--- config.mk ---
export PLATFORM = sky130hd
export DESIGN_NAME = ahb_decoder_flat
export DESIGN_NICKNAME = d
export VERILOG_FILES = /design/src/common/ahb_pkg.sv /design/src/common/ahb_if.sv /design/src/logic/ahb_decoder.sv /design/src/flat_wrapper.sv
export SDC_FILE = /design/constraint.sdc
export NUM_CORES = 1
export LEC_CHECK = 0
export BUFFER_PORTS_ARGS = -buffer_cell sky130_fd_sc_hd__buf_2
export CORE_AREA = 3 3 40 42
export DETAILED_ROUTE_END_ITERATION = 10
export DIE_AREA = 0 0 43 45
export PLACE_DENSITY = 0.66
export SLEW_MARGIN = 40
export SYNTH_ARGS = -nofsm -noshare
export SYNTH_HDL_FRONTEND = slang
export SYNTH_SLANG_ARGS = --single-unit
--- constraint.sdc ---
create_clock -name vclk -period 1.91
set_input_delay 0.382 -clock vclk [all_inputs]
set_output_delay 0.382 -clock vclk [all_outputs]
set_load 0.02 [all_outputs]
--- src/common/ahb_pkg.sv ---
package ahb_pkg;

  // ******************************
  // Bus field types
  // ******************************
  typedef logic [31:0] haddr_t;
  typedef logic [31:0] hdata_t;
  typedef logic [15:0] gpio_t;

  // Transfer type, only NONSEQ and SEQ carry a transfer
  typedef enum logic [1:0] {
    HTRANS_IDLE   = 2'b00,
    HTRANS_BUSY   = 2'b01,
    HTRANS_NONSEQ = 2'b10,
    HTRANS_SEQ    = 2'b11
  } htrans_t;

  typedef enum logic [2:0] {
    HSIZE_BYTE = 3'b000,
    HSIZE_HALF = 3'b001,
    HSIZE_WORD = 3'b010
  } hsize_t;

  // Data-phase target index
  typedef enum logic [1:0] {
    SLV_SRAM  = 2'd0,
    SLV_GPIO  = 2'd1,
    SLV_NOMAP = 2'd2
  } slave_idx_t;

  // ******************************
  // Address map
  // ******************************
  localparam haddr_t SRAM_BASE  = 32'h0000_0000;
  localparam haddr_t SRAM_LIMIT = 32'h0000_FFFF;
  localparam haddr_t GPIO_BASE  = 32'h4000_0000;

  // GPIO register offsets inside the 4 KB window
  localparam logic [11:0] GPIO_DATA_OUT_OFS = 12'h000;
  localparam logic [11:0] GPIO_OUT_EN_OFS   = 12'h004;
  localparam logic [11:0] GPIO_DATA_IN_OFS  = 12'h008;

  // Little-endian byte lanes touched by a transfer
  function automatic logic [3:0] byte_lanes(hsize_t size, logic [1:0] addr);
    case (size)
      HSIZE_BYTE: return 4'b0001 << addr;
      HSIZE_HALF: return addr[1] ? 4'b1100 : 4'b0011;
      default:    return 4'b1111;
    endcase
  endfunction

endpackage

--- src/common/ahb_if.sv ---
`timescale 1ns/1ps

interface ahb_if import ahb_pkg::*; ();

  // Address phase, driven from the top-level ports
  haddr_t  haddr;
  htrans_t htrans;
  logic    hwrite;
  hsize_t  hsize;

  // Write data, one cycle after its address phase
  hdata_t  hwdata;

  // Multiplexed ready from the response mux
  logic    hready;

  // Master side, top level and response mux
  modport master (
    output haddr,
    output htrans,
    output hwrite,
    output hsize,
    output hwdata,
    output hready
  );

  // Slave side, read only
  modport slave (
    input haddr,
    input htrans,
    input hwrite,
    input hsize,
    input hwdata,
    input hready
  );

endinterface

--- src/logic/ahb_decoder.sv ---
`timescale 1ns/1ps

module ahb_decoder import ahb_pkg::*; (
  ahb_if.slave       bus,
  output logic       hsel_sram,
  output logic       hsel_gpio,
  output logic       hsel_nomap,
  output slave_idx_t slave_idx
);

  // SRAM window, 64 KB at the bottom of the map
  assign hsel_sram = (bus.haddr >= SRAM_BASE) && (bus.haddr <= SRAM_LIMIT);

  // GPIO window, 4 KB page
  assign hsel_gpio = (bus.haddr[31:12] == GPIO_BASE[31:12]);

  // Everything else falls through to nomap
  assign hsel_nomap = !hsel_sram && !hsel_gpio;

  // Index for the response mux
  always_comb begin
    if (hsel_sram) begin
      slave_idx = SLV_SRAM;
    end else if (hsel_gpio) begin
      slave_idx = SLV_GPIO;
    end else begin
      slave_idx = SLV_NOMAP;
    end
  end

endmodule

--- src/flat_wrapper.sv ---
// flat-port wrapper written by rule: the top's interface ports become plain ports
module ahb_decoder_flat import ahb_pkg::*;
  (hsel_sram, hsel_gpio, hsel_nomap, slave_idx, bus_haddr, bus_htrans, bus_hwrite, bus_hsize, bus_hwdata, bus_hready);
  ahb_if bus_i ();
  output logic hsel_sram;
  output logic hsel_gpio;
  output logic hsel_nomap;
  output slave_idx_t slave_idx;
  input wire logic [$bits(bus_i.haddr)-1:0] bus_haddr;
  input wire logic [$bits(bus_i.htrans)-1:0] bus_htrans;
  input wire logic [$bits(bus_i.hwrite)-1:0] bus_hwrite;
  input wire logic [$bits(bus_i.hsize)-1:0] bus_hsize;
  input wire logic [$bits(bus_i.hwdata)-1:0] bus_hwdata;
  input wire logic [$bits(bus_i.hready)-1:0] bus_hready;
  assign bus_i.haddr = bus_haddr;
  assign bus_i.htrans = bus_htrans;
  assign bus_i.hwrite = bus_hwrite;
  assign bus_i.hsize = bus_hsize;
  assign bus_i.hwdata = bus_hwdata;
  assign bus_i.hready = bus_hready;
  ahb_decoder u_core (.bus(bus_i), .hsel_sram(hsel_sram), .hsel_gpio(hsel_gpio), .hsel_nomap(hsel_nomap), .slave_idx(slave_idx));
endmodule
==> run_results.csv <==
group,metric,value,unit
timing,hold_violations,0,
power_and_ir_drop,p_int,0.0000158,W
finish,fin_nets,109,
floorplan,die_area,0.00194,sq mm
drt,dr.pass1.iters,1,
timing,rsz0062_at_grt,"false",
placed_design,placed_area,209,sq um
setup_path,cpMostUsedCell,"buf_2",
finish,multi_input_area,65.1,sq um
drt,via_per_inst,3.37,
finish,register_area,0,sq um
finish,drive_above_1_share,0.722,
setup_path,cp-startpoint,"bus_haddr[27]",
power_and_ir_drop,combPwrFrac,1.000,
global_routing,grt_pass1_vias,165,
finish,n_clock_buffer,0,
worst_hold_path,holdPathStages,3,
floorplan,core-area,0.00128,sq mm
timing,fin_crit,1710,ps
timing,fmax,0.585,GHz
power_and_ir_drop,irDropWorstVdd,0.0253,mV
worst_hold_path,min_path_type,"in -> out",
setup_path,required,1530,ps
global_routing,gr-usage-all-layers,0.0390,
setup_path,start_kind,"input pin",
power_and_ir_drop,swShare,0.326,
timing,worstMarginPinSlew,241,ps
timing,fin_tns_setup,0,ps
clock_network,cts_resized,0,
power_and_ir_drop,power_switching,0.00000764,W
synth,ys_warn_count,0,
setup_path,critPathKind,"in -> out",
setup_path,crit_fanout,4,
drt,vias,172,
job,maxCapViolations,0,
timing,finalSetupViolCount,0,
setup_path,endpoint_kind,"primary output",
worst_hold_path,min_delay_worst_endpoint,"hsel_sram",
power_and_ir_drop,p_seq_frac,0,
timing,period_share,0.895,
floorplan,io_pins,76,
floorplan,die_h,45,um
drt,wl_per_cell,8.53,um
finish,postLayoutCellArea,209,sq um
drt,drc,0,
global_routing,grt_pass1_wl,600,um
floorplan,die_x,43,um
setup_path,critPathMaxStageDelay,270,ps
power_and_ir_drop,p_clk_frac,0,
power_and_ir_drop,powerDensity,112,mW/mm^2
finish,seq_cells,0,
finish,fillCellCount,156,
status,outcome,"finished clean",
worst_hold_path,min-delay-start,"bus_haddr[30]",
floorplan,num_rows,13,
global_routing,antenna_found_initial,0,
drt,wirelength,435,um
setup_path,critPathArrivalTime,1330,ps
setup_path,cp_slowest_cell,"nor4_1",
synth,ys_seq_area_frac,0,
clock_network,post_cts_buffers,0,
floorplan,initial_utilization,0.0565,
placed_design,port_buffers,25,
synth,synth_cell_types,8,
drt,drtIter0Drc,0,
synth,syn_area_per_cell,6.05,sq um
timing,slew_headroom,0.838,
drt,antenna_left,0,
synth,syn-num-nets,83,
finish,area_growth_syn_to_layout,188,%
placed_design,gp_congestion,0.580,
synth,netlist_instances,12,
power_and_ir_drop,cellLeakagePower,0.109,nW
finish,antenna_cells,0,
setup_path,crit_path_cell_trace,"buf_2, nor4_1, nand4_1, a21o_1, buf_2",
clock_network,hold_buffers,0,
global_routing,overflow,0,
global_routing,grt_max_degree,5,
timing,drv_slew,0,
synth,synth_area,72.6,sq um
-- logic make-up (layout without fill, tap and decap cells) --
kind of cell,Yosys count,after routing,share of synthesized area
buf+inv,1,25,0.103
simple gates,10,10,0.793
compound gates,1,1,0.103
-- per-layer routing --
metal	track usage	up-vias	part of all wire	wire (um)
li1	-	96	-	-
met1	0.0262	76	0.24	105
met2	0.108	0	0.76	330
met3	0	0	0	0
met4	0	0	0	0
met5	0	-	0	0
-- area by class of cell --
| type | count | area share |
|---|---|---|
| repair buffers | 25 | 0.599 |
| multi-input cells | 11 | 0.311 |
| well taps | 15 | 0.0898 |
-- layout by cell type, fill, tap and decap left out --
| cell type | netlist | final |
|---|---|---|
| nand4_1 | 1 | 1 |
| nor2_1 | 3 | 3 |
| a21o_1 | 1 | 1 |
| nor3_1 | 1 | 1 |
| nand2_1 | 1 | 1 |
| nor4_1 | 3 | 3 |
| nor4_2 | 1 | 1 |
| buf_2 | 0 | 25 |
-- worst max-delay path: cells and delay by family --
family	cells	cell delay [ps]
AND/OR/NAND/NOR	2	480
buffers and inverters	2	250
AO/OA/AOI/OAI	1	210
-- cells in the mapped netlist --
| master | number | share of area |
|---|---|---|
| buf_4 | 1 | 0.10 |
| nand4_1 | 1 | 0.086 |
| nor2_1 | 3 | 0.16 |
| a21o_1 | 1 | 0.10 |
| nand2_1 | 1 | 0.052 |
| nor4_1 | 3 | 0.26 |
| nor3_1 | 1 | 0.069 |
| nor4_2 | 1 | 0.17 |
-- power by group through the flow --
| stage | sequential, W | combinational (W) | clock, W |
|---|---|---|---|
| floorplan | 0 | 0.00000260 | 0 |
| global placement | 0 | 0.0000231 | 0 |
| detailed placement | 0 | 0.0000237 | 0 |
| CTS | 0 | 0.0000238 | 0 |
| global route | 0 | 0.0000263 | 0 |
| finish | 0 | 0.0000235 | 0 |
-- metrics by stage --
step / hold slack, ps / cells / power, W / utilization / setup slack [ps]
2_1_floorplan: 844 / 12 / 0.00000260 / - / 284
5_1_grt: 1070 / 51 / 0.0000263 / 0.163 / 39.4
3_5_place_dp: 1060 / 51 / 0.0000237 / 0.163 / 183
4_1_cts: 1060 / 51 / 0.0000238 / 0.163 / 183
3_3_place_gp: 1050 / 51 / 0.0000231 / 0.163 / 203
6_report: 1060 / 51 / 0.0000235 / 0.163 / 200
-- worst max-delay path by stage --
stage,endpoint,slack [ps],cells after the start
3_5_place_dp,slave_idx[1],180,5
3_3_place_gp,slave_idx[1],200,5
5_1_grt,slave_idx[1],40,5
2_1_floorplan,slave_idx[1],280,4
6_report,slave_idx[1],200,5
4_1_cts,slave_idx[1],180,5
Note: power is estimated with default switching activity, not from simulation.
