### config.mk
export PLATFORM = sky130hd
export DESIGN_NAME = ahb_sram_bridge_flat
export DESIGN_NICKNAME = d
export VERILOG_FILES = /design/src/common/ahb_pkg.sv /design/src/common/ahb_if.sv /design/src/sram/ahb_sram_bridge.sv /design/src/flat_wrapper.sv
export SDC_FILE = /design/constraint.sdc
export NUM_CORES = 1
export LEC_CHECK = 0
export ABC_AREA = 0
export ABC_CLOCK_PERIOD_IN_PS = 5400
export BUFFER_PORTS_ARGS = -buffer_cell sky130_fd_sc_hd__buf_2
export CAP_MARGIN = 25
export CORE_MARGIN = 8
export CORE_UTILIZATION = 47
export CTS_BUF_LIST = sky130_fd_sc_hd__clkbuf_8
export DETAILED_ROUTE_END_ITERATION = 16
export GPL_ROUTABILITY_DRIVEN = 0
export PLACE_DENSITY = 0.88
export SYNTH_ARGS = -nofsm -noshare
export SYNTH_HDL_FRONTEND = slang
export SYNTH_SLANG_ARGS = --single-unit
### constraint.sdc
create_clock -name fclk -period 5.4 [get_ports fclk]
set_clock_uncertainty 0.15 [all_clocks]
set_input_delay 0.54 -clock fclk [delete_from_list [all_inputs] [get_ports fclk]]
set_output_delay 0.54 -clock fclk [all_outputs]
set_load 0.01 [all_outputs]
### src/common/ahb_pkg.sv
package ahb_pkg;

  // ******************************
  // Bus field types
  // ******************************
  typedef logic [31:0] haddr_t;
  typedef logic [31:0] hdata_t;
  typedef logic [15:0] gpio_t;

  // Transfer type, only NONSEQ and SEQ carry a transfer
  typedef enum logic [1:0] {
    HTRANS_IDLE   = 2'b00,
    HTRANS_BUSY   = 2'b01,
    HTRANS_NONSEQ = 2'b10,
    HTRANS_SEQ    = 2'b11
  } htrans_t;

  typedef enum logic [2:0] {
    HSIZE_BYTE = 3'b000,
    HSIZE_HALF = 3'b001,
    HSIZE_WORD = 3'b010
  } hsize_t;

  // Data-phase target index
  typedef enum logic [1:0] {
    SLV_SRAM  = 2'd0,
    SLV_GPIO  = 2'd1,
    SLV_NOMAP = 2'd2
  } slave_idx_t;

  // ******************************
  // Address map
  // ******************************
  localparam haddr_t SRAM_BASE  = 32'h0000_0000;
  localparam haddr_t SRAM_LIMIT = 32'h0000_FFFF;
  localparam haddr_t GPIO_BASE  = 32'h4000_0000;

  // GPIO register offsets inside the 4 KB window
  localparam logic [11:0] GPIO_DATA_OUT_OFS = 12'h000;
  localparam logic [11:0] GPIO_OUT_EN_OFS   = 12'h004;
  localparam logic [11:0] GPIO_DATA_IN_OFS  = 12'h008;

  // Little-endian byte lanes touched by a transfer
  function automatic logic [3:0] byte_lanes(hsize_t size, logic [1:0] addr);
    case (size)
      HSIZE_BYTE: return 4'b0001 << addr;
      HSIZE_HALF: return addr[1] ? 4'b1100 : 4'b0011;
      default:    return 4'b1111;
    endcase
  endfunction

endpackage

### src/common/ahb_if.sv
`timescale 1ns/1ps

interface ahb_if import ahb_pkg::*; ();

  // Address phase, driven from the top-level ports
  haddr_t  haddr;
  htrans_t htrans;
  logic    hwrite;
  hsize_t  hsize;

  // Write data, one cycle after its address phase
  hdata_t  hwdata;

  // Multiplexed ready from the response mux
  logic    hready;

  // Master side, top level and response mux
  modport master (
    output haddr,
    output htrans,
    output hwrite,
    output hsize,
    output hwdata,
    output hready
  );

  // Slave side, read only
  modport slave (
    input haddr,
    input htrans,
    input hwrite,
    input hsize,
    input hwdata,
    input hready
  );

endinterface

### src/sram/ahb_sram_bridge.sv
`timescale 1ns/1ps

module ahb_sram_bridge import ahb_pkg::*; #(
  parameter int SRAM_ADDR_W = 10
) (
  input  logic                   fclk,
  input  logic                   hresetn,
  ahb_if.slave                   bus,
  input  logic                   hsel,
  output logic                   hreadyout,
  output hdata_t                 hrdata,
  output logic [SRAM_ADDR_W-1:0] sram_addr,
  output logic [3:0]             sram_wen,
  output hdata_t                 sram_wdata,
  output logic                   sram_cs,
  input  hdata_t                 sram_rdata
);

  logic                   accept;
  logic                   rd_access;
  logic                   commit;
  // Data-phase state
  logic                   dp_read;
  logic                   dp_write;
  logic                   rd_done;
  logic [SRAM_ADDR_W-1:0] dp_addr;
  logic [3:0]             dp_strb;
  // One-entry write buffer
  logic                   buf_valid;
  logic [SRAM_ADDR_W-1:0] buf_addr;
  logic [3:0]             buf_strb;
  hdata_t                 buf_data;
  // Lanes taken from the buffer on a read hit
  logic [3:0]             fwd_strb;

  assign accept = hsel && bus.hready && (bus.htrans inside {HTRANS_NONSEQ, HTRANS_SEQ});

  // First data cycle of a read owns the memory port
  assign rd_access = dp_read && !rd_done;
  // Buffered write drains whenever the port is free
  assign commit    = buf_valid && !rd_access;
  // One wait state per read
  assign hreadyout = !rd_access;

  always_ff @(posedge fclk or negedge hresetn) begin
    if (!hresetn) begin
      dp_read   <= 1'b0;
      dp_write  <= 1'b0;
      rd_done   <= 1'b0;
      buf_valid <= 1'b0;
    end else begin
      if (bus.hready) begin
        dp_read  <= accept && !bus.hwrite;
        dp_write <= accept && bus.hwrite;
      end
      if (rd_access) begin
        rd_done <= 1'b1;
      end else if (bus.hready) begin
        rd_done <= 1'b0;
      end
      // Write data lands in the buffer at the end of its data phase
      if (dp_write && bus.hready) begin
        buf_valid <= 1'b1;
      end else if (commit) begin
        buf_valid <= 1'b0;
      end
    end
  end

  always_ff @(posedge fclk) begin
    if (accept) begin
      // Word address, upper bits alias
      dp_addr <= bus.haddr[SRAM_ADDR_W+1:2];
      dp_strb <= byte_lanes(bus.hsize, bus.haddr[1:0]);
    end
    if (dp_write && bus.hready) begin
      buf_addr <= dp_addr;
      buf_strb <= dp_strb;
      buf_data <= bus.hwdata;
    end
    // Hit check against a still pending write
    if (rd_access) begin
      fwd_strb <= (buf_valid && (buf_addr == dp_addr)) ? buf_strb : 4'b0000;
    end
  end

  // ******************************
  // Memory port
  // ******************************
  assign sram_cs    = rd_access || commit;
  assign sram_addr  = rd_access ? dp_addr : buf_addr;
  assign sram_wen   = commit ? buf_strb : 4'b0000;
  assign sram_wdata = buf_data;

  // Merge forwarded lanes over memory data
  always_comb begin
    for (int i = 0; i < 4; i++) begin
      hrdata[8*i +: 8] = fwd_strb[i] ? buf_data[8*i +: 8] : sram_rdata[8*i +: 8];
    end
  end

endmodule

### src/flat_wrapper.sv
// flat-port wrapper written by rule: the top's interface ports become plain ports
module ahb_sram_bridge_flat import ahb_pkg::*;
#(
  parameter int SRAM_ADDR_W = 10
)
  (fclk, hresetn, hsel, hreadyout, hrdata, sram_addr, sram_wen, sram_wdata, sram_cs, sram_rdata, bus_haddr, bus_htrans, bus_hwrite, bus_hsize, bus_hwdata, bus_hready);
  ahb_if bus_i ();
  input  logic fclk;
  input  logic hresetn;
  input  logic hsel;
  output logic hreadyout;
  output hdata_t hrdata;
  output logic [SRAM_ADDR_W-1:0] sram_addr;
  output logic [3:0] sram_wen;
  output hdata_t sram_wdata;
  output logic sram_cs;
  input  hdata_t sram_rdata;
  input wire logic [$bits(bus_i.haddr)-1:0] bus_haddr;
  input wire logic [$bits(bus_i.htrans)-1:0] bus_htrans;
  input wire logic [$bits(bus_i.hwrite)-1:0] bus_hwrite;
  input wire logic [$bits(bus_i.hsize)-1:0] bus_hsize;
  input wire logic [$bits(bus_i.hwdata)-1:0] bus_hwdata;
  input wire logic [$bits(bus_i.hready)-1:0] bus_hready;
  assign bus_i.haddr = bus_haddr;
  assign bus_i.htrans = bus_htrans;
  assign bus_i.hwrite = bus_hwrite;
  assign bus_i.hsize = bus_hsize;
  assign bus_i.hwdata = bus_hwdata;
  assign bus_i.hready = bus_hready;
  ahb_sram_bridge #(.SRAM_ADDR_W(SRAM_ADDR_W)) u_core (.fclk(fclk), .hresetn(hresetn), .bus(bus_i), .hsel(hsel), .hreadyout(hreadyout), .hrdata(hrdata), .sram_addr(sram_addr), .sram_wen(sram_wen), .sram_wdata(sram_wdata), .sram_cs(sram_cs), .sram_rdata(sram_rdata));
endmodule
==> metrics.txt <==
register bit count reported by yosys=a little under 70; Synthesized Nets=288; f_max=0.367 GHz; initial drt markers=31; Routed Antenna Nets=0; hold_ws=0.220 ns; Core ar.=between 5000 and 6000 um^2; area delta synth->final=39.5%; fin crit period=between 2 and 3 ns; Setup CP Type=reg2out; IO Count=~190; die width=~93 um; post-synth cell types=22; DR vias/cell=4.79; grt ovf=0; sequential cell area fraction in the yosys report=a little under three quarters; Leak=1.75 nW; GRT Total Usage=~16%; post-CTS setup buffers=0; Setup Slack @ Placement=around 3.0 ns; Rows=28; CTS Buffer Depth=2; Max Cap Viol=0; Total Power=about 1.1 mW; Critical Path Source Type=flop; final setup TNS=0 ns; syn avg cell area=15.5 um^2; Syn. warnings=0; Mapped Cells=182; Post-synth ARST share=under 10%; CP Max Fanout=17; status=completed; Worst Path Required=4.71 ns; CP most frequent cell=nand2_1; WL final=7060 um; Slew Limit Headroom=a little under three fifths; number of remaining DRC errors=0; layout cells sized above 1=between 60% and 70%; reg2reg setup slack=approximately 3.5 ns; antenna cell count=0; CP max stage cell=inv_1; CTS tree=built; pwr dens=between 200 and 300 nW/um^2; Critical Path AT=slightly above 2 ns; Post-synth top flop=edfxtp_1; RSZ-0062 raised after global routing=no; slew at the pin closest to its max-slew limit=0.637 ns; Initial Util=48.1%; # nets final=458; Yosys top cell area share=68.3%; Die Ht=approximately 93 um; CP delay by family, top=buffers and inverters; CP max stage delay=approximately 0.56 ns; hpwl dp=between 5000 and 6000 um; top post-synthesis cells by area=edfxtp_1 68%, mux2_2 13%, nand2_1 4.5%; WL/cell=16.3 um; Post-synth EDFFs=between 60 and 70; H-tree depth=3; Commonest cells post-synth=64 x edfxtp_1, 34 x nand2_1, 32 x mux2_2, 7 x clkbuf_1; largest net degree at the start of global routing=48; crit-path cells=nand2b_1 > inv_1 > nand2_1 > nand2_1 > buf_2; Clock Root Buffer=clkbuf_8; Clk pin slew, worst setup/hold paths=0.08 ns; Sink Count=approximately 70; Slew Viols, Final=0; Mapped Area=about 2800 um^2; post-cts sizing count=0; Die ar.=8720 um^2; drt pass-1 iters=4; number of port buffers=164; initial antenna violation count=0; cell with the most instances after synthesis=edfxtp_1; hold-fix buffers at CTS=1; Buf/Inv on CP=2; Final Hold Viols=0; Setup Viol. Count Final=0; clock latency on the worst-skew pair=approximately 0.33 ns; Via Count=2069; Tcrit/Tclk final=between 50% and 60%; number of global-route vias before repair=about 2.2k; first-pass GRT wire length=roughly 11000 um; Worst VDD drop=0.201 mV; Setup WS post-layout=roughly 2.7 ns; Num CTS Buffers=9; area leader, netlist=edfxtp_1; crit end category=primary output; Min-Delay Path Class=in2reg
## worst paths after layout
check | start | to | depth (start not counted)
worst max-delay path | u_core.rd_done | sram_addr[2] | 5
worst min-delay path | bus_haddr[2] | u_core.dp_addr[0] | 1
worst max register to register | u_core.rd_done | u_core.fwd_strb[1] | 2
worst min register to register | u_core.dp_strb[0] | u_core.buf_strb[0] | 0
max in group asynchronous | hresetn | u_core.buf_valid | 2
min in group asynchronous | hresetn | u_core.dp_write | 2
## sequential cells by signal, summed over array words and instances, names as in the netlist
| register | flops |
|---|---|
| u_core.dp_read | 1 |
| u_core.dp_addr | 10 |
| u_core.buf_valid | 1 |
| u_core.dp_strb | 4 |
| u_core.buf_strb | 4 |
| u_core.fwd_strb | 4 |
| u_core.dp_write | 1 |
| u_core.sram_wdata | 32 |
| u_core.rd_done | 1 |
| u_core.buf_addr | 10 |
## area by class of cell
cell class,instances,area [um^2]
clock buffers,9,124
clock inverters,7,67.6
fillers,445,1920
inverters,5,18.8
multi-input cells,102,749
flip-flops and latches,68,2020
well taps,75,93.8
repair buffers,166,851
## report_power, final
group | switching [mW] | internal, mW | total [mW]
logic | 0.0526 | 0.0582 | 0.111
clock network | 0.188 | 0.210 | 0.398
registers | 0.0119 | 0.595 | 0.607
total | 0.253 | 0.864 | 1.12
## cell families (layout without fill, tap and decap cells)
family / count (synthesis) / in the layout / share of synthesized area (%)
mux: 32 / 32 / 12.8
compound gates: 8 / 8 / 1.78
xor+xnor: 10 / 10 / 3.38
simple gates: 52 / 52 / 8.62
buf+inv: 12 / 187 / 1.60
flops: 68 / 68 / 71.8
## cell usage in the layout (no fill, tap or decap), drive strengths merged, types with 3 or more instances in the layout
cell type	synthesis	routed
buf	0	165
edfxtp	64	64
nand2	34	34
mux2	32	32
clkbuf	7	9
inv	5	5
xor2	5	5
xnor2	5	5
nor4	5	5
and3	4	4
o21ai	4	4
dfrtp	4	4
clkinv	0	4
nand3	3	3
## per-stage QoR
| stage | util (%) | cell area (um^2) | std cells |
|---|---|---|---|
| after floorplan | - | 2820 | 182 |
| after global placement | 63.3 | 3700 | 414 |
| after detailed placement | 63.3 | 3700 | 414 |
| after CTS | 66.8 | 3910 | 431 |
| after global routing | 67.1 | 3930 | 432 |
| final | 67.1 | 3930 | 432 |
## metal layers
metal  share of wire [%]  vias to the layer above  track usage, %
li1                    -                     1001               -
met1                  34                      955            14.6
met2                  54                      105            30.1
met3                  11                        8            7.45
met4                0.98                        0            5.91
met5                   0                        -               0
No activity file was read; power rests on OpenSTA's default activity.
