[src/common/ahb_pkg.sv]
package ahb_pkg;

  // ******************************
  // Bus field types
  // ******************************
  typedef logic [31:0] haddr_t;
  typedef logic [31:0] hdata_t;
  typedef logic [15:0] gpio_t;

  // Transfer type, only NONSEQ and SEQ carry a transfer
  typedef enum logic [1:0] {
    HTRANS_IDLE   = 2'b00,
    HTRANS_BUSY   = 2'b01,
    HTRANS_NONSEQ = 2'b10,
    HTRANS_SEQ    = 2'b11
  } htrans_t;

  typedef enum logic [2:0] {
    HSIZE_BYTE = 3'b000,
    HSIZE_HALF = 3'b001,
    HSIZE_WORD = 3'b010
  } hsize_t;

  // Data-phase target index
  typedef enum logic [1:0] {
    SLV_SRAM  = 2'd0,
    SLV_GPIO  = 2'd1,
    SLV_NOMAP = 2'd2
  } slave_idx_t;

  // ******************************
  // Address map
  // ******************************
  localparam haddr_t SRAM_BASE  = 32'h0000_0000;
  localparam haddr_t SRAM_LIMIT = 32'h0000_FFFF;
  localparam haddr_t GPIO_BASE  = 32'h4000_0000;

  // GPIO register offsets inside the 4 KB window
  localparam logic [11:0] GPIO_DATA_OUT_OFS = 12'h000;
  localparam logic [11:0] GPIO_OUT_EN_OFS   = 12'h004;
  localparam logic [11:0] GPIO_DATA_IN_OFS  = 12'h008;

  // Little-endian byte lanes touched by a transfer
  function automatic logic [3:0] byte_lanes(hsize_t size, logic [1:0] addr);
    case (size)
      HSIZE_BYTE: return 4'b0001 << addr;
      HSIZE_HALF: return addr[1] ? 4'b1100 : 4'b0011;
      default:    return 4'b1111;
    endcase
  endfunction

endpackage

[src/common/ahb_if.sv]
`timescale 1ns/1ps

interface ahb_if import ahb_pkg::*; ();

  // Address phase, driven from the top-level ports
  haddr_t  haddr;
  htrans_t htrans;
  logic    hwrite;
  hsize_t  hsize;

  // Write data, one cycle after its address phase
  hdata_t  hwdata;

  // Multiplexed ready from the response mux
  logic    hready;

  // Master side, top level and response mux
  modport master (
    output haddr,
    output htrans,
    output hwrite,
    output hsize,
    output hwdata,
    output hready
  );

  // Slave side, read only
  modport slave (
    input haddr,
    input htrans,
    input hwrite,
    input hsize,
    input hwdata,
    input hready
  );

endinterface

[src/gpio/ahb_gpio.sv]
`timescale 1ns/1ps

module ahb_gpio import ahb_pkg::*; (
  input  logic   fclk,
  input  logic   hresetn,
  ahb_if.slave   bus,
  input  logic   hsel,
  output logic   hreadyout,
  output hdata_t hrdata,
  input  gpio_t  gpio_in,
  output gpio_t  gpio_out,
  output gpio_t  gpio_oe
);

  logic       accept;
  logic       dp_write;
  logic [9:0] dp_word;
  logic [3:0] dp_strb;
  gpio_t      data_out;
  gpio_t      out_en;
  gpio_t      in_meta;
  gpio_t      in_sync;

  assign accept = hsel && bus.hready && (bus.htrans inside {HTRANS_NONSEQ, HTRANS_SEQ});

  // Register block never stalls
  assign hreadyout = 1'b1;

  // Address phase capture, word offset only
  always_ff @(posedge fclk) begin
    if (accept) begin
      dp_word <= bus.haddr[11:2];
      dp_strb <= byte_lanes(bus.hsize, bus.haddr[1:0]);
    end
  end

  // ******************************
  // Registers
  // ******************************
  always_ff @(posedge fclk or negedge hresetn) begin
    if (!hresetn) begin
      dp_write <= 1'b0;
      data_out <= '0;
      out_en   <= '0;
      in_meta  <= '0;
      in_sync  <= '0;
    end else begin
      if (bus.hready) begin
        dp_write <= accept && bus.hwrite;
      end
      // Two-flop input sync
      in_meta <= gpio_in;
      in_sync <= in_meta;
      // Write lands at end of data phase, low two lanes only
      if (dp_write && bus.hready) begin
        if (dp_word == GPIO_DATA_OUT_OFS[11:2]) begin
          if (dp_strb[0]) data_out[7:0]  <= bus.hwdata[7:0];
          if (dp_strb[1]) data_out[15:8] <= bus.hwdata[15:8];
        end
        if (dp_word == GPIO_OUT_EN_OFS[11:2]) begin
          if (dp_strb[0]) out_en[7:0]  <= bus.hwdata[7:0];
          if (dp_strb[1]) out_en[15:8] <= bus.hwdata[15:8];
        end
      end
    end
  end

  // Read mux, zero extended
  always_comb begin
    case (dp_word)
      GPIO_DATA_OUT_OFS[11:2]: hrdata = {16'h0000, data_out};
      GPIO_OUT_EN_OFS[11:2]:   hrdata = {16'h0000, out_en};
      GPIO_DATA_IN_OFS[11:2]:  hrdata = {16'h0000, in_sync};
      default:                 hrdata = '0;
    endcase
  end

  assign gpio_out = data_out;
  assign gpio_oe  = out_en;

endmodule

[src/flat_wrapper.sv]
// flat-port wrapper written by rule: the top's interface ports become plain ports
module ahb_gpio_flat import ahb_pkg::*;
  (fclk, hresetn, hsel, hreadyout, hrdata, gpio_in, gpio_out, gpio_oe, bus_haddr, bus_htrans, bus_hwrite, bus_hsize, bus_hwdata, bus_hready);
  ahb_if bus_i ();
  input  logic fclk;
  input  logic hresetn;
  input  logic hsel;
  output logic hreadyout;
  output hdata_t hrdata;
  input  gpio_t gpio_in;
  output gpio_t gpio_out;
  output gpio_t gpio_oe;
  input wire logic [$bits(bus_i.haddr)-1:0] bus_haddr;
  input wire logic [$bits(bus_i.htrans)-1:0] bus_htrans;
  input wire logic [$bits(bus_i.hwrite)-1:0] bus_hwrite;
  input wire logic [$bits(bus_i.hsize)-1:0] bus_hsize;
  input wire logic [$bits(bus_i.hwdata)-1:0] bus_hwdata;
  input wire logic [$bits(bus_i.hready)-1:0] bus_hready;
  assign bus_i.haddr = bus_haddr;
  assign bus_i.htrans = bus_htrans;
  assign bus_i.hwrite = bus_hwrite;
  assign bus_i.hsize = bus_hsize;
  assign bus_i.hwdata = bus_hwdata;
  assign bus_i.hready = bus_hready;
  ahb_gpio u_core (.fclk(fclk), .hresetn(hresetn), .bus(bus_i), .hsel(hsel), .hreadyout(hreadyout), .hrdata(hrdata), .gpio_in(gpio_in), .gpio_out(gpio_out), .gpio_oe(gpio_oe));
endmodule
[config.mk]
export PLATFORM = sky130hd
export DESIGN_NAME = ahb_gpio_flat
export DESIGN_NICKNAME = d
export VERILOG_FILES = /design/src/common/ahb_pkg.sv /design/src/common/ahb_if.sv /design/src/gpio/ahb_gpio.sv /design/src/flat_wrapper.sv
export SDC_FILE = /design/constraint.sdc
export NUM_CORES = 1
export LEC_CHECK = 0
export BUFFER_PORTS_ARGS = -buffer_cell sky130_fd_sc_hd__buf_2
export CAP_MARGIN = 0
export CORE_ASPECT_RATIO = 1.25
export CORE_MARGIN = 2
export CORE_UTILIZATION = 49
export CTS_CLUSTER_DIAMETER = 100
export DETAILED_ROUTE_END_ITERATION = 10
export GPL_TIMING_DRIVEN = 0
export HOLD_SLACK_MARGIN = 0.1
export PLACE_DENSITY = 0.86
export SLEW_MARGIN = 20
export SYNTH_ARGS = -nofsm -noshare
export SYNTH_HDL_FRONTEND = slang
export SYNTH_SLANG_ARGS = --single-unit
[constraint.sdc]
create_clock -name fclk -period 4.7 [get_ports fclk]
set_input_delay 0.47 -clock fclk [delete_from_list [all_inputs] [get_ports fclk]]
set_output_delay 0.47 -clock fclk [all_outputs]
set_load 0.1 [all_outputs]
==> qor.csv <==
stage,metric,value,unit
yosys,Mean Syn Cell Area,14.2,µm²
yosys,"area leader, netlist",dfrtp_1,
timing,Max Clock Skew,0.00998,ns
yosys,Yosys top cell area share,51.0,%
run_status,outcome,"complete, no violations",
clock_network,clk root buf,clkbuf_8,
die,FP Rows,32,
layout,Layout Nets,440,
layout,fraction of layout cells with a size suffix above 1,49.0,%
power_and_ir_drop,maximum VDD drop,0.206,mV
setup_path,slowest CP cell,or4_4,
route,DRT Wirelength,6.92,mm
timing,FMAX,0.301,GHz
clock_network,Worst-path clk slew,0.08,ns
yosys,"flops & latches, synth",77,
setup_path,worst path required time,4.23,ns
die,die area,7170,µm²
timing,headroom to the max-slew limit,42.3,%
route,Remaining DRCs,0,
setup_path,RR Startpoint,u_core.dp_word[3]$_DFFE_PN_,
setup_path,critical path class,flip-flop to primary output,
yosys,synth top area cells,"dfrtp_1, edfxtp_1, mux2_2",
die,initial core utilization,51.0,%
place,Final HPWL DP,4.80,mm
route,routed vias,2169,
timing,# setup viols final,0,
setup_path,"Cell Chain, Critical Path",or4_4 > buf_6 > clkbuf_1 > or3_1 > a21oi_1 > buf_2,
route,Final ANT Viol Nets,0,
worst_hold_path,worst min path class,input port to async pin,
yosys,Gate Count Post-Synth,224,
layout,multi-input logic area,1070,µm²
power_and_ir_drop,Static Leakage,2.06,nW
route,WL/cell,15.7,µm
route,Via density,4.93,
layout,Area Overhead vs Synth,28.0,%
clock_network,Post-CTS Repair Setup Buffers,0,
clock_network,clk sinks,77,
timing,Slew @ Worst Pin,0.858,ns
timing,Final min period,3.32,ns
place,RePlAce Congestion,0.744,
clock_network,Worst-Skew Late Latency,0.35,ns
setup_path,crit end category,primary output,
timing,Pins Over Slew Limit,0,
timing,fin worst setup slack,1.38,ns
global_routing,global-route wire length before repair,10.9,mm
clock_network,CTS Buf Count,9,
global_routing,number of global-route vias before repair,2218,
route,DRT Pass-1 Iters,4,
place,"Cell Area, Placed",3860,µm²
global_routing,largest net degree at the start of global routing,66,
yosys,Synth Flop Type,dfrtp_1,
timing,RSZ-0062 raised after global routing,false,
clock_network,Hold Buf Count CTS,0,
layout,FF/Latch Area,1990,µm²
setup_path,CP Max Fanout,10,
flow_run,max cap viols,0,
global_routing,antenna violations before repair,0,
yosys,Synth async-reset ratio,84.4,%
global_routing,grt ovf,0,
place,DP Worst Slack,1.81,ns
setup_path,Reg2Reg Setup Slack,2.30,ns
clock_network,cts repair resizes,0,
die,die extent in y,94.2,µm
die,core area,6250,µm²
setup_path,crit-path max cell delay,0.59,ns
yosys,yosys warns,0,
setup_path,crit path DAT,2.85,ns
timing,Final TNS setup,0,ns
setup_path,element type at the critical path start,flip-flop,
place,IO buf count,100,
die,Die W,76.1,µm
layout,Final Cell Area,4080,µm²
die,number of I/O pins,155,
yosys,Mapped Area,3190,µm²
power_and_ir_drop,Pwr per Cell Area,336,nW/µm²
timing,final hold violations,0,
clock_network,H-tree depth,3,
global_routing,Total GRT Usage,20.1,%
setup_path,r2r endpoint,u_core.gpio_oe[2]$_DFFE_PN0P_,
setup_path,Reg2Reg Depth,4,
yosys,post-synthesis sequential area ratio,62.3,%
clock_network,CTS tree,done,
yosys,Post-synth EDFFs,12,
route,DR iter-0 viols,90,
layout,fillers,479,
clock_network,Max clock buf depth,2,
layout,n_diodes,0,
timing,worst hold slack,0.205,ns
timing,crit share post-route,70.6,%
yosys,Netlist cell types,25,
power_and_ir_drop,Pwr Total,1.37,mW
==> worst max path at each step <==
| stage | start | end | slack [ns] | cells after the start |
|---|---|---|---|---|
| 6_report | u_core.dp_word[3]$_DFFE_PN_ | hrdata[13] | 1.38 | 6 |
| 4_1_cts | u_core.dp_word[3]$_DFFE_PN_ | hrdata[13] | 1.40 | 6 |
| 3_3_place_gp | u_core.dp_word[3]$_DFFE_PN_ | hrdata[7] | 1.46 | 5 |
| 2_1_floorplan | u_core.dp_word[3]$_DFFE_PN_ | hrdata[10] | 1.15 | 5 |
| 3_5_place_dp | u_core.dp_word[3]$_DFFE_PN_ | hrdata[7] | 1.81 | 6 |
| 5_1_grt | u_core.dp_word[3]$_DFFE_PN_ | hrdata[13] | 1.25 | 5 |
==> worst max-delay path: cells and delay by family, from the launching register on <==
| family | cells | cell delay [ns] |
|---|---|---|
| flops | 1 | 0.41 |
| compound gates | 1 | 0.21 |
| buf+inv | 3 | 0.88 |
| simple gates | 2 | 1.01 |
==> state kept, by name, indices dropped and copies added, names as in the netlist <==
name             cells
u_core.dp_strb       2
u_core.dp_word      10
u_core.dp_write      1
u_core.gpio_oe      16
u_core.gpio_out     16
u_core.in_meta      16
u_core.in_sync      16
==> placed cells by master (no fill, tap or decap), types with 2 or more instances in the layout <==
master / synthesis / final
nor2b_1: 2 / 2
nand4b_1: 2 / 2
mux2i_1: 16 / 16
clkbuf_1: 7 / 8
or4_4: 2 / 2
a21oi_1: 16 / 16
nor2_1: 2 / 2
mux2_4: 8 / 8
clkinv_2: 0 / 2
nand3_1: 18 / 18
buf_2: 1 / 100
mux2_2: 24 / 24
o21ai_0: 2 / 2
or3_1: 16 / 16
edfxtp_1: 12 / 12
clkbuf_8: 0 / 11
dfrtp_1: 65 / 65
buf_4: 17 / 18
buf_6: 2 / 2
nor4_4: 4 / 4
conb_1: 2 / 17
==> routing by layer <==
layer / vias up / part of all wire, % / global-route usage (%)
li1: 1018 / - / -
met2: 74 / 53 / 34.8
met3: 9 / 5.2 / 4.81
met1: 1068 / 40 / 24.5
met4: 0 / 1.6 / 8.18
met5: - / 0 / 0
==> cell usage after synthesis (2+ instances only) <==
master,n
a21oi_1,16
buf_4,17
buf_6,2
clkbuf_1,7
conb_1,2
dfrtp_1,65
edfxtp_1,12
mux2_2,24
mux2_4,8
mux2i_1,16
nand3_1,18
nand4b_1,2
nor2_1,2
nor2b_1,2
nor4_4,4
o21ai_0,2
or3_1,16
or4_4,2
==> cells by family (layout without fill, tap and decap cells) <==
group,after synthesis,after routing,share of synthesized area [%]
buffers and inverters,29,145,5.93
other,2,17,0.236
AOI/OAI and AO/OA,19,19,3.10
DFF,77,77,62.3
and+or+nand+nor,49,49,11.1
muxes,48,48,17.3
==> metrics by stage <==
step / std cells / util [%]
floorplan: 239 / -
global placement: 424 / 61.6
detailed placement: 424 / 61.8
CTS: 440 / 65.3
global route: 440 / 65.3
finish: 440 / 65.3
==> cell type report <==
type / count / area share, %
Sequential cell: 77 / 48.7
Multi-Input combinational cell: 133 / 26.3
Timing Repair Buffer: 100 / 12.3
Buffer: 28 / 4.54
Clock buffer: 13 / 4.42
Tap cell: 85 / 2.61
Clock inverter: 3 / 0.982
Inverter: 1 / 0.0920
==> power by group <==
group	switching, mW	total [mW]	internal [mW]
clock network	0.228	0.534	0.305
logic	0.0990	0.134	0.0353
registers	0.00664	0.704	0.697
No activity file was read; power rests on OpenSTA's default activity.
